==> config.mk <==
export PLATFORM = sky130hd
export DESIGN_NAME = proc
export DESIGN_NICKNAME = d
export VERILOG_FILES = /design/src/hdl/procPkg.sv /design/src/hdl/regFile.sv /design/src/hdl/fetch.sv /design/src/hdl/decode.sv /design/src/hdl/execute.sv /design/src/hdl/memStage.sv /design/src/hdl/proc.sv
export SDC_FILE = /design/constraint.sdc
export NUM_CORES = 1
export LEC_CHECK = 0
export ABC_AREA = 0
export BUFFER_PORTS_ARGS = -buffer_cell sky130_fd_sc_hd__buf_2
export CAP_MARGIN = 20
export CORE_ASPECT_RATIO = 1.1
export CORE_UTILIZATION = 55
export CTS_CLUSTER_DIAMETER = 60
export DETAILED_ROUTE_END_ITERATION = 12
export PLACE_DENSITY = 0.73
export SLEW_MARGIN = 40
export SYNTH_ARGS = -nofsm -noshare
export SYNTH_HDL_FRONTEND = slang
export SYNTH_SLANG_ARGS = --single-unit
==> constraint.sdc <==
create_clock -name clk -period 4.54 [get_ports clk]
set_input_delay 0 -clock clk [delete_from_list [all_inputs] [get_ports clk]]
set_output_delay 0 -clock clk [all_outputs]
set_load 0.02 [all_outputs]
==> src/hdl/procPkg.sv <==
//--------------------------------------------------
// Shared types, opcodes and constants of the
// 16-bit pipelined core
//--------------------------------------------------
package procPkg;

   // Data words, instructions and byte addresses
   typedef logic [15:0] word_t;

   // Register numbers
   typedef logic [2:0] regIdx_t;

   // Opcode field, instruction bits 15 to 12
   typedef logic [3:0] opcode_t;

   localparam opcode_t OP_NOP  = 4'd0;
   localparam opcode_t OP_ADD  = 4'd1;
   localparam opcode_t OP_SUB  = 4'd2;
   localparam opcode_t OP_AND  = 4'd3;
   localparam opcode_t OP_XOR  = 4'd4;
   localparam opcode_t OP_ADDI = 4'd5;
   localparam opcode_t OP_LBI  = 4'd6;
   localparam opcode_t OP_LD   = 4'd7;
   localparam opcode_t OP_ST   = 4'd8;
   localparam opcode_t OP_BEQZ = 4'd9;
   localparam opcode_t OP_J    = 4'd10;
   localparam opcode_t OP_HALT = 4'd11;   // Codes above this are illegal

   // Byte step between instructions
   localparam word_t PC_STEP = 16'd2;

   localparam word_t RESET_PC = 16'd0;

   // Size of the general register file
   localparam int NUM_REGS = 8;

   // Fetch control
   typedef enum logic {
      running,
      stopped
   } fetchState_t;

endpackage

==> src/hdl/regFile.sv <==
//--------------------------------------------------
// Eight-entry register file, two read ports,
// one write port with write-through
//--------------------------------------------------
`timescale 1ns/1ps

module regFile (
   input  logic             clk,
   input  logic             rstN,
   input  procPkg::regIdx_t rdAddrA,
   input  procPkg::regIdx_t rdAddrB,
   output procPkg::word_t   rdDataA,
   output procPkg::word_t   rdDataB,
   input  logic             wrEn,
   input  procPkg::regIdx_t wrAddr,
   input  procPkg::word_t   wrData
);
   import procPkg::*;

   word_t regs [NUM_REGS];

   always_ff @(posedge clk) begin
      if (!rstN) begin
         for (int i = 0; i < NUM_REGS; i++) begin
            regs[i] <= '0;
         end
      end else if (wrEn) begin
         regs[wrAddr] <= wrData;
      end
   end

   // Same-cycle write is seen by the reader
   assign rdDataA = (wrEn && wrAddr == rdAddrA) ? wrData : regs[rdAddrA];
   assign rdDataB = (wrEn && wrAddr == rdAddrB) ? wrData : regs[rdAddrB];

endmodule

==> src/hdl/fetch.sv <==
//--------------------------------------------------
// Fetch stage with program counter, redirect and
// stop control, and the IF/ID register
//--------------------------------------------------
`timescale 1ns/1ps

module fetch (
   input  logic           clk,
   input  logic           rstN,
   input  logic           redirect,
   input  procPkg::word_t redirectPc,
   input  logic           stopFetch,
   output procPkg::word_t instrAddr,
   input  procPkg::word_t instr,
   output procPkg::word_t instrFd,
   output procPkg::word_t pcIncFd,
   output logic           validFd
);
   import procPkg::*;

   word_t       pc;
   word_t       pcInc;
   word_t       pcNext;
   fetchState_t fetchState;

   assign instrAddr = pc;
   assign pcInc     = pc + PC_STEP;

   // Redirect wins over the stopped hold
   always_comb begin
      if (redirect) begin
         pcNext = redirectPc;
      end else if (fetchState == stopped) begin
         pcNext = pc;
      end else begin
         pcNext = pcInc;
      end
   end

   always_ff @(posedge clk) begin
      if (!rstN) begin
         pc         <= RESET_PC;
         fetchState <= running;
         validFd    <= 1'b0;
      end else begin
         pc <= pcNext;
         if (stopFetch) fetchState <= stopped;   // Stays until reset
         // Squash the fetched word on redirect, halt or while stopped
         validFd <= !redirect && !stopFetch && (fetchState == running);
      end
   end

   always_ff @(posedge clk) begin
      instrFd <= instr;
      pcIncFd <= pcInc;
   end

endmodule

==> src/hdl/decode.sv <==
//--------------------------------------------------
// Decode stage with field split, immediates,
// register file and the ID/EX register
//--------------------------------------------------
`timescale 1ns/1ps

module decode (
   input  logic             clk,
   input  logic             rstN,
   input  procPkg::word_t   instrFd,
   input  procPkg::word_t   pcIncFd,
   input  logic             validFd,
   input  logic             redirect,
   input  logic             wbEn,
   input  procPkg::regIdx_t wbReg,
   input  procPkg::word_t   wbData,
   output logic             stopFetch,
   output procPkg::opcode_t opDx,
   output procPkg::regIdx_t rdDx,
   output procPkg::word_t   aDx,
   output procPkg::word_t   bDx,
   output procPkg::word_t   immDx,
   output procPkg::word_t   pcIncDx,
   output logic             validDx
);
   import procPkg::*;

   opcode_t op;
   regIdx_t rd;
   regIdx_t rs;
   regIdx_t rt;
   regIdx_t rdAddrB;
   word_t   imm;
   word_t   rdDataA;
   word_t   rdDataB;
   logic    illegal;

   assign op = instrFd[15:12];
   assign rd = instrFd[11:9];
   assign rs = instrFd[8:6];
   assign rt = instrFd[5:3];

   // Sign-extended immediate, width by opcode
   always_comb begin
      case (op)
         OP_LBI:  imm = {{7{instrFd[8]}}, instrFd[8:0]};
         OP_J:    imm = {{4{instrFd[11]}}, instrFd[11:0]};
         default: imm = {{10{instrFd[5]}}, instrFd[5:0]};
      endcase
   end

   // Store data comes from rd
   assign rdAddrB = (op == OP_ST) ? rd : rt;

   assign illegal   = (op > OP_HALT);
   assign stopFetch = validFd && !redirect && ((op == OP_HALT) || illegal);

   regFile u_regFile (
      .clk     (clk),
      .rstN    (rstN),
      .rdAddrA (rs),
      .rdAddrB (rdAddrB),
      .rdDataA (rdDataA),
      .rdDataB (rdDataB),
      .wrEn    (wbEn),
      .wrAddr  (wbReg),
      .wrData  (wbData)
   );

   always_ff @(posedge clk) begin
      if (!rstN) begin
         validDx <= 1'b0;
      end else begin
         validDx <= validFd && !redirect;   // Second squashed slot
      end
   end

   always_ff @(posedge clk) begin
      opDx    <= op;
      rdDx    <= rd;
      aDx     <= rdDataA;
      bDx     <= rdDataB;
      immDx   <= imm;
      pcIncDx <= pcIncFd;
   end

endmodule

==> src/hdl/execute.sv <==
//--------------------------------------------------
// Execute stage with ALU, branch and jump
// resolution, and the EX/MEM register
//--------------------------------------------------
`timescale 1ns/1ps

module execute (
   input  logic             clk,
   input  logic             rstN,
   input  procPkg::opcode_t opDx,
   input  procPkg::regIdx_t rdDx,
   input  procPkg::word_t   aDx,
   input  procPkg::word_t   bDx,
   input  procPkg::word_t   immDx,
   input  procPkg::word_t   pcIncDx,
   input  logic             validDx,
   output logic             redirect,
   output procPkg::word_t   redirectPc,
   output procPkg::opcode_t opXm,
   output procPkg::regIdx_t rdXm,
   output procPkg::word_t   resultXm,
   output procPkg::word_t   storeDataXm,
   output logic             validXm
);
   import procPkg::*;

   word_t aluOut;

   always_comb begin
      case (opDx)
         OP_ADD:                aluOut = aDx + bDx;
         OP_SUB:                aluOut = aDx - bDx;   // rs minus rt
         OP_AND:                aluOut = aDx & bDx;
         OP_XOR:                aluOut = aDx ^ bDx;
         OP_ADDI, OP_LD, OP_ST: aluOut = aDx + immDx;
         OP_LBI:                aluOut = immDx;
         default:               aluOut = '0;
      endcase
   end

   // Taken J or BEQZ on zero
   assign redirect = validDx &&
                     ((opDx == OP_J) || ((opDx == OP_BEQZ) && (aDx == '0)));
   assign redirectPc = pcIncDx + immDx;

   always_ff @(posedge clk) begin
      if (!rstN) begin
         validXm <= 1'b0;
      end else begin
         validXm <= validDx;
      end
   end

   always_ff @(posedge clk) begin
      opXm        <= opDx;
      rdXm        <= rdDx;
      resultXm    <= aluOut;
      storeDataXm <= bDx;
   end

endmodule

==> src/hdl/memStage.sv <==
//--------------------------------------------------
// Memory stage with data bus, write-back select,
// MEM/WB register and sticky halted and err
//--------------------------------------------------
`timescale 1ns/1ps

module memStage (
   input  logic             clk,
   input  logic             rstN,
   input  procPkg::opcode_t opXm,
   input  procPkg::regIdx_t rdXm,
   input  procPkg::word_t   resultXm,
   input  procPkg::word_t   storeDataXm,
   input  logic             validXm,
   output procPkg::word_t   dataAddr,
   output logic             dataWe,
   output procPkg::word_t   dataWrData,
   input  procPkg::word_t   dataRdData,
   output logic             wbEn,
   output procPkg::regIdx_t wbReg,
   output procPkg::word_t   wbData,
   output logic             halted,
   output logic             err
);
   import procPkg::*;

   logic isLoad;
   logic isStore;
   logic writesReg;
   logic illegal;

   assign isLoad    = validXm && (opXm == OP_LD);
   assign isStore   = validXm && (opXm == OP_ST);
   assign illegal   = validXm && (opXm > OP_HALT);
   assign writesReg = validXm && (opXm inside {OP_ADD, OP_SUB, OP_AND, OP_XOR,
                                               OP_ADDI, OP_LBI, OP_LD});

   // Bus is quiet unless a load or store is here
   assign dataAddr   = (isLoad || isStore) ? resultXm : '0;
   assign dataWe     = isStore;
   assign dataWrData = isStore ? storeDataXm : '0;

   always_ff @(posedge clk) begin
      if (!rstN) begin
         wbEn   <= 1'b0;
         halted <= 1'b0;
         err    <= 1'b0;
      end else begin
         wbEn <= writesReg;
         if ((validXm && opXm == OP_HALT) || illegal) halted <= 1'b1;
         if (illegal) err <= 1'b1;
      end
   end

   always_ff @(posedge clk) begin
      wbReg  <= rdXm;
      wbData <= isLoad ? dataRdData : resultXm;
   end

endmodule

==> src/hdl/proc.sv <==
//--------------------------------------------------
// Top level of the five-stage core
//--------------------------------------------------
`timescale 1ns/1ps

module proc (
   input  logic           clk,
   input  logic           rstN,
   output procPkg::word_t instrAddr,
   input  procPkg::word_t instr,
   output procPkg::word_t dataAddr,
   output logic           dataWe,
   output procPkg::word_t dataWrData,
   input  procPkg::word_t dataRdData,
   output logic           halted,
   output logic           err
);
   import procPkg::*;

   // IF/ID
   word_t   instrFd;
   word_t   pcIncFd;
   logic    validFd;

   // ID/EX
   opcode_t opDx;
   regIdx_t rdDx;
   word_t   aDx;
   word_t   bDx;
   word_t   immDx;
   word_t   pcIncDx;
   logic    validDx;

   // EX/MEM
   opcode_t opXm;
   regIdx_t rdXm;
   word_t   resultXm;
   word_t   storeDataXm;
   logic    validXm;

   // Write-back and control
   logic    wbEn;
   regIdx_t wbReg;
   word_t   wbData;
   logic    redirect;
   word_t   redirectPc;
   logic    stopFetch;

   fetch u_fetch (
      .clk(clk), .rstN(rstN),
      .redirect(redirect), .redirectPc(redirectPc), .stopFetch(stopFetch),
      .instrAddr(instrAddr), .instr(instr),
      .instrFd(instrFd), .pcIncFd(pcIncFd), .validFd(validFd)
   );

   decode u_decode (
      .clk(clk), .rstN(rstN),
      .instrFd(instrFd), .pcIncFd(pcIncFd), .validFd(validFd), .redirect(redirect),
      .wbEn(wbEn), .wbReg(wbReg), .wbData(wbData), .stopFetch(stopFetch),
      .opDx(opDx), .rdDx(rdDx), .aDx(aDx), .bDx(bDx), .immDx(immDx),
      .pcIncDx(pcIncDx), .validDx(validDx)
   );

   execute u_execute (
      .clk(clk), .rstN(rstN),
      .opDx(opDx), .rdDx(rdDx), .aDx(aDx), .bDx(bDx), .immDx(immDx),
      .pcIncDx(pcIncDx), .validDx(validDx),
      .redirect(redirect), .redirectPc(redirectPc),
      .opXm(opXm), .rdXm(rdXm), .resultXm(resultXm), .storeDataXm(storeDataXm),
      .validXm(validXm)
   );

   memStage u_memStage (
      .clk(clk), .rstN(rstN),
      .opXm(opXm), .rdXm(rdXm), .resultXm(resultXm), .storeDataXm(storeDataXm),
      .validXm(validXm),
      .dataAddr(dataAddr), .dataWe(dataWe), .dataWrData(dataWrData),
      .dataRdData(dataRdData),
      .wbEn(wbEn), .wbReg(wbReg), .wbData(wbData),
      .halted(halted), .err(err)
   );

endmodule

== Word-level counts from Yosys, hierarchy flattened ==
Memories as Yosys holds them, arrays and structs flattened. A register that Yosys moved wholly into a read port is not among the register bits.
Index checks and enable logic that the tools add are counted.

* Multipliers: 0
* Equal/unequal tests: 26
* Shift-type cells: 0
* Divide/modulo/power cells: 0
* Order comparisons: 2
* Add/subtract/negate cells: 5
* Reductions and logical operators: 23
* Multiplexer cells: 17
* Bitwise operators: 3

{| class="wikitable"
|+ Operator list
! operator !! count
|-
| 16-bit two-way mux || 8
|-
| 16-bit case mux with 6 select lines || 1
|-
| 16-bit adder || 3
|-
| 4-bit by 3-bit == test with 1-bit output (second input constant) || 9
|-
| 4-bit == test (second input constant) || 8
|-
| 16-bit case mux with 2 select lines || 1
|-
| 16-bit by 2-bit adder with 16-bit output (second input constant) || 1
|-
| 16-bit bitwise AND || 1
|-
| 4-bit by 2-bit == test with 1-bit output (second input constant) || 4
|-
| 16-bit logical NOT || 1
|-
| 16-bit OR reduction || 1
|-
| 16-bit subtractor || 1
|-
| 16-bit bitwise XOR || 1
|-
| 1-bit logical AND || 13
|-
| 4-bit by 1-bit == test with 1-bit output (second input constant) || 2
|-
| 4-bit greater-than comparator (second input constant) || 2
|-
| 7-bit nonzero test || 1
|-
| 3-bit == test || 2
|-
| 3-bit two-way mux || 2
|-
| 1-bit two-way mux || 5
|-
| 1-bit logical OR || 4
|-
| 3-bit OR reduction || 1
|-
| 1-bit logical NOT || 2
|-
| 2-bit by 1-bit inequality test with 1-bit output (second input constant) || 1
|-
| 1-bit NOT || 1
|}

* Word-level logic and storage cells: 99
* Input port bits: 34
* Bits in read-only memories: 0
* Memory bits (writable): 128
* Memories: 1
* Latch bits: 0
* Bits in registers: 184

{| class="wikitable"
|+ Memory list
! memory !! depth !! bits a word !! read ports !! clocked after Yosys merged registers in !! wr ports !! RTL line !! RTL
|-
| u_decode.u_regFile.regs || 8 || 16 || 2 || 1 || 8 || regFile.sv:20 || <nowiki>word_t regs [NUM_REGS];</nowiki>
|}

== Longest topological paths before layout ==
* Depth in word-level cells: 10
* Depth in mapped cells: 17
* Mapped depth without buffers: 16

== By module ==
From an unflattened synthesis, not the netlist that was laid out.

* Cells, all modules: 1197
* Area total of the unflattened synthesis: 15238.4 um2

{| class="wikitable"
|+ By module, submodules not included
! module !! cells an instance !! area each (um2) !! times used
|-
| regFile || 446 || 7440.9 || 1
|-
| execute || 384 || 3333.2 || 1
|-
| fetch || 177 || 1849.3 || 1
|-
| decode || 103 || 1649.1 || 1
|-
| memStage || 87 || 965.9 || 1
|}

== Least setup slack after synthesis ==
Ideal clock, no wire load.

* Kind: flip-flop to flip-flop
* From: register u_decode.opDx[0]
* To: register u_execute.resultXm[12]
* Path slack: 0.750 ns
* Period minus slack after synthesis: 3.790 ns
* Cell stages (with the launch flop): 17
* Data required time: 4.478 ns
* Library setup time: 0.062 ns
* Arrival time: 3.728 ns
* Path buffers: 2
* Cells stage by stage: dfxtp_1 -> clkbuf_1 -> or4b_2 -> nand2_1 -> buf_1 -> nand2_1 -> o21ai_0 -> ha_1 -> inv_1 -> fa_1 -> nor2b_1 -> o21a_1 -> o21ai_0 -> a21oi_1 -> o21ai_0 -> or4b_2 -> nand3_1

* Word-level cells in the longest chain between the ends: 3
* Elaborated cells on any way between the ends: 10

{| class="wikitable"
|+ RTL lines
! element !! RTL line !! RTL
|-
| from (decl) || decode.sv:18 || <nowiki>output procPkg::opcode_t opDx,</nowiki>
|-
| from (signal assigned) || decode.sv:79 || <nowiki>opDx <= op;</nowiki>
|-
| 4-bit by 3-bit == test with 1-bit output or 4-bit == test (tied branches) || execute.sv:30 || <nowiki>case (opDx)</nowiki>
|-
| 3-bit OR reduction || execute.sv:30 ||
|-
| 16-bit case mux with 6 select lines (*) || execute.sv:30 ||
|-
| named net u_execute.aluOut[12] || execute.sv:27 || <nowiki>word_t aluOut;</nowiki>
|-
| to (signal assigned) || execute.sv:57 || <nowiki>resultXm <= aluOut;</nowiki>
|-
| to (decl) || execute.sv:21 || <nowiki>output procPkg::word_t resultXm,</nowiki>
|}

The timed path passes the listed nets; every way through them passes the cells marked *.
A chain may end at the register's enable or synchronous reset.

== Final worst setup path ==
* From: register u_decode.bDx[0]
* To: register u_execute.resultXm[15]

* Word-level cells in the longest chain between the ends: 2
* Elaborated cells on any way between the ends: 3

{| class="wikitable"
|+ RTL lines
! element !! RTL line !! RTL
|-
| from (decl) || decode.sv:21 || <nowiki>output procPkg::word_t bDx,</nowiki>
|-
| from (signal assigned) || decode.sv:82 || <nowiki>bDx <= rdDataB;</nowiki>
|-
| 16-bit subtractor or 16-bit adder (tied branches) || execute.sv:32, execute.sv:31 ||
|-
| 16-bit case mux with 6 select lines (*) || execute.sv:30 ||
|-
| named net u_execute.aluOut[15] || execute.sv:27 ||
|}

Marks and branches as above.

==> results.tsv <==
stage	metric	value	unit
run_status	status	finished, final reports clean	
route	vias per inst	5.88	
floorplanning	chip height	173	µm
worst_setup_path	crit path capture	u_execute.resultXm[15]	
logic_synthesis	Post-synth ARST share	0	%
clock_tree	CTS resizes	0	
worst_setup_path	R2R setup slack	0.33	ns
sta	Slew Viols, Final	0	
worst_setup_path	critical path class	register to register	
place	Port Buf Inserts	84	
logic_synthesis	syn avg cell area	11.9	µm²
power	Clock Power Share	39.1	%
clock_tree	clk buf depth	3	
power	Psw	1790	µW
floorplanning	Chip Width	158	µm
sta	TNS Setup	0	ns
logic_synthesis	Post-Synthesis Cells	1228	
cells_and_area	Ant. Diodes	0	
logic_synthesis	Net Count, Synth	1316	
floorplanning	core area	0.0261	mm²
route	DRT Pass-1 Iters	5	
sta	Tcrit/Tclk final	92.7	%
route	Final ANT Viol Nets	0	
worst_setup_path	CP max stage cell	or3b_2	
cells_and_area	Util after Layout	64.7	%
power	Leak Pwr	0.00696	µW
worst_setup_path	startpoint types	register	
route	routed length per instance	21.6	µm
logic_synthesis	share of the synthesized area in the top cell type	26.3	%
sta	Max Fclk	0.238	GHz
global_routing	first-pass GRT wire length	56800	µm
hold_path	Worst Hold Class	input pin to register	
clock_tree	clock-pin slew on the worst setup and hold paths	0.06	ns
sta	slew margin rel.	41.6	%
job	max_cap viols	0	
clock_tree	htree depth	2	
clock_tree	CTS tree	done	
logic_synthesis	predominant post-synthesis flop cell	dfxtp_1	
worst_setup_path	Worst Path Required	4.92	ns
worst_setup_path	worst-path fanout max	6	
logic_synthesis	Seq/Total Area, Yosys	50.9	%
sta	final setup fails	0	
global_routing	GRT overflow	0	
logic_synthesis	Post-synth EDFFs	128	
worst_setup_path	CP Capture Type	register	
sta	crit path time final	4.21	ns
logic_synthesis	count leader, synth	dfxtp_1	
logic_synthesis	post-synth cell types	66	
logic_synthesis	Yosys warning total	0	
route	drt drc	0	
sta	Worst Skew	0.0179	ns
global_routing	initial antenna violation count	0	
logic_synthesis	synth cell count leaders	dfxtp_1, and2_1, edfxtp_1	
clock_tree	CTS root buf	clkbuf_16	
worst_setup_path	critical path cell sequence	inv_1 -> ha_1 -> or3b_2 -> or3_1 -> or3_1 -> a222oi_1 -> inv_1 -> ha_1 -> a21o_1 -> and2_1 -> o41ai_1 -> nand2b_1 -> a31oi_1 -> xnor2_1 -> o21ai_1	
power	Seq pwr share	49.0	%
worst_setup_path	reg2reg start	u_decode.bDx[0]	
worst_setup_path	Critical Path Source	u_decode.bDx[0]	
route	final WL	37300	µm
logic_synthesis	largest area contributor in the netlist	edfxtp_1	
floorplanning	IO Pins	85	
worst_setup_path	reg2reg path depth	15	
logic_synthesis	Synth Register Bits	308	
floorplanning	num rows	62	
worst_setup_path	delay of the slowest critical-path stage	0.47	ns
cells_and_area	# nets final	1437	
cells_and_area	Filler cells	2014	
floorplanning	DIE AREA	0.0273	mm²
logic_synthesis	largest cells by area after synthesis	edfxtp_1, dfxtp_1, mux4_2	
clock_tree	total CTS buffers	34	
cells_and_area	share of post-route cells with drive strength above 1	18.0	%
global_routing	largest net degree at the start of global routing	34	
clock_tree	CTS Sinks	308	
worst_setup_path	reg2reg end	u_execute.resultXm[15]	
power	Sw Ratio	26.3	%
route	vias post-DR	10200	
place	GPL Wtd Cong	0.951	
global_routing	GRT Util Overall	28.0	%
sta	Worst Tran Pin Value	0.869	ns
sta	unrepaired setup endpoints after global routing	false	
floorplanning	initial core utilization	56.0	%
sta	final hold violations	0	
power	Pwr per Cell Area	403	mW/mm²
worst_setup_path	crit path DAT	4.59	ns
route	Starting DRT DRC Count	925	
power	Cell Int Power	5030	µW
clock_tree	clock latency on the worst-skew pair	0.51	ns
global_routing	number of global-route vias before repair	9965	
place	hpwl dp	25100	µm
power	VDD IR max	316	µV
cells_and_area	final instance area	0.0169	mm²
cells_and_area	Seq. cell area	0.00745	mm²
cells_and_area	area of the multi-input gates	0.00690	mm²
place	cell area after placement	0.0155	mm²
cells_and_area	Syn-to-layout area delta	15.6	%
power	Logic pwr share	11.9	%
logic_synthesis	mapped cell area	0.0146	mm²
==> registers in the layout, indices dropped and copies added (netlist names), 4 cells and up <==
register                 cells
u_decode.u_regFile.regs    128
u_decode.aDx                16
u_decode.bDx                16
u_decode.pcIncDx            16
u_execute.resultXm          16
u_execute.storeDataXm       16
u_fetch.instrAddr           16
u_fetch.instrFd             16
u_fetch.pcIncFd             16
u_memStage.wbData           16
u_decode.immDx              12
u_decode.opDx                4
u_execute.opXm               4
==> final cells by class <==
| type | instances | share of cell area (%) |
|---|---|---|
| Sequential cell | 308 | 44.0 |
| Multi-Input combinational cell | 843 | 40.8 |
| Clock buffer | 48 | 5.95 |
| Timing Repair Buffer | 147 | 5.75 |
| Tap cell | 352 | 2.60 |
| Clock inverter | 13 | 0.532 |
| Inverter | 15 | 0.333 |
==> power by group through the flow <==
stage | Clock, µW | Sequential [µW] | Combinational, µW
6_report | 2670 | 3340 | 815
5_1_grt | 2820 | 3370 | 886
4_1_cts | 2700 | 3330 | 808
3_5_place_dp | 0 | 3390 | 779
3_3_place_gp | 0 | 3380 | 771
2_1_floorplan | 0 | 3260 | 592
==> worst max-delay path, delay by kind of cell (launching register included) <==
family,cells,cell delay [ns]
AND/OR/NAND/NOR,5,1.56
AO/OA/AOI/OAI,5,1.32
adder cells (fa/ha/maj),2,0.56
flip-flops,1,0.34
buffers and inverters,2,0.16
XOR/XNOR,1,0.14
==> kinds of logic after synthesis <==
kind of cell             after synthesis  share of synthesized area [%]
multiplexers                         117                           14.3
XOR/XNOR                              59                           3.53
flip-flops                           308                           50.9
buffers and inverters                 77                           2.20
AO/OA/AOI/OAI                        195                           8.73
adder cells (fa/ha/maj)               54                           4.72
AND/OR/NAND/NOR                      418                           15.7
==> worst min path at each step <==
stage | start | endpoint | slack [ns] | cells after the start
final | rstN | u_fetch.instrAddr[1] | 0.03 | 2
after CTS | rstN | u_fetch.instrAddr[1] | 0.01 | 2
after global routing | rstN | u_fetch.instrAddr[1] | 0.05 | 2
after global placement | instr[6] | u_fetch.instrFd[6] | 0.10 | 1
after detailed placement | instr[2] | u_fetch.instrFd[2] | 0.10 | 1
after floorplan | instr[0] | u_fetch.instrFd[0] | 0.03 | 0
==> cell usage in the layout (no fill, tap or decap), types with 5 or more instances in the layout <==
cell,count
a21boi_0,5
a21o_1,11
a21oi_1,48
a221o_1,6
a221oi_1,5
a222oi_1,12
and2_1,147
and3_1,14
buf_2,84
buf_4,31
clkbuf_1,5
clkbuf_16,36
clkbuf_8,6
clkinvlp_4,5
dfxtp_1,178
dlygate4sd3_1,32
edfxtp_1,128
ha_1,52
inv_1,15
mux2_2,16
mux2i_1,34
mux4_1,21
mux4_2,43
nand2_1,81
nand2b_1,9
nand3_1,24
nand4_1,10
nor2_1,46
nor2b_1,29
nor3_1,23
nor4_1,8
o21a_1,9
o21ai_0,38
o21ai_1,23
o311ai_0,6
or3_1,6
xnor2_1,34
xor2_1,25
==> metrics by stage <==
stage | instances | worst slack, ns | hold slack [ns] | total power (µW)
after floorplan | 1228 | 0.750 | 0.0277 | 3850
after global placement | 1632 | 0.426 | 0.104 | 4160
after detailed placement | 1633 | 0.348 | 0.104 | 4170
after CTS | 1726 | 0.314 | 0.0135 | 6840
after global routing | 1726 | 0.0799 | 0.0468 | 7070
final | 1726 | 0.331 | 0.0291 | 6820
==> metal layers <==
layer / GRT usage (%) / routed length (µm) / up-vias
met3: 5.14 / 2430 / 86
met4: 11.7 / 1420 / 0
met5: 0 / 0 / -
li1: - / - / 4801
met2: 45.6 / 17900 / 378
met1: 36.6 / 15500 / 4891
==> timing repair <==
item	4_1_cts	5_1_grt
hold endpoints to repair	32	0
buffers inserted	0	0
hold buffers	32	0
(Power assumes the default switching activity.)
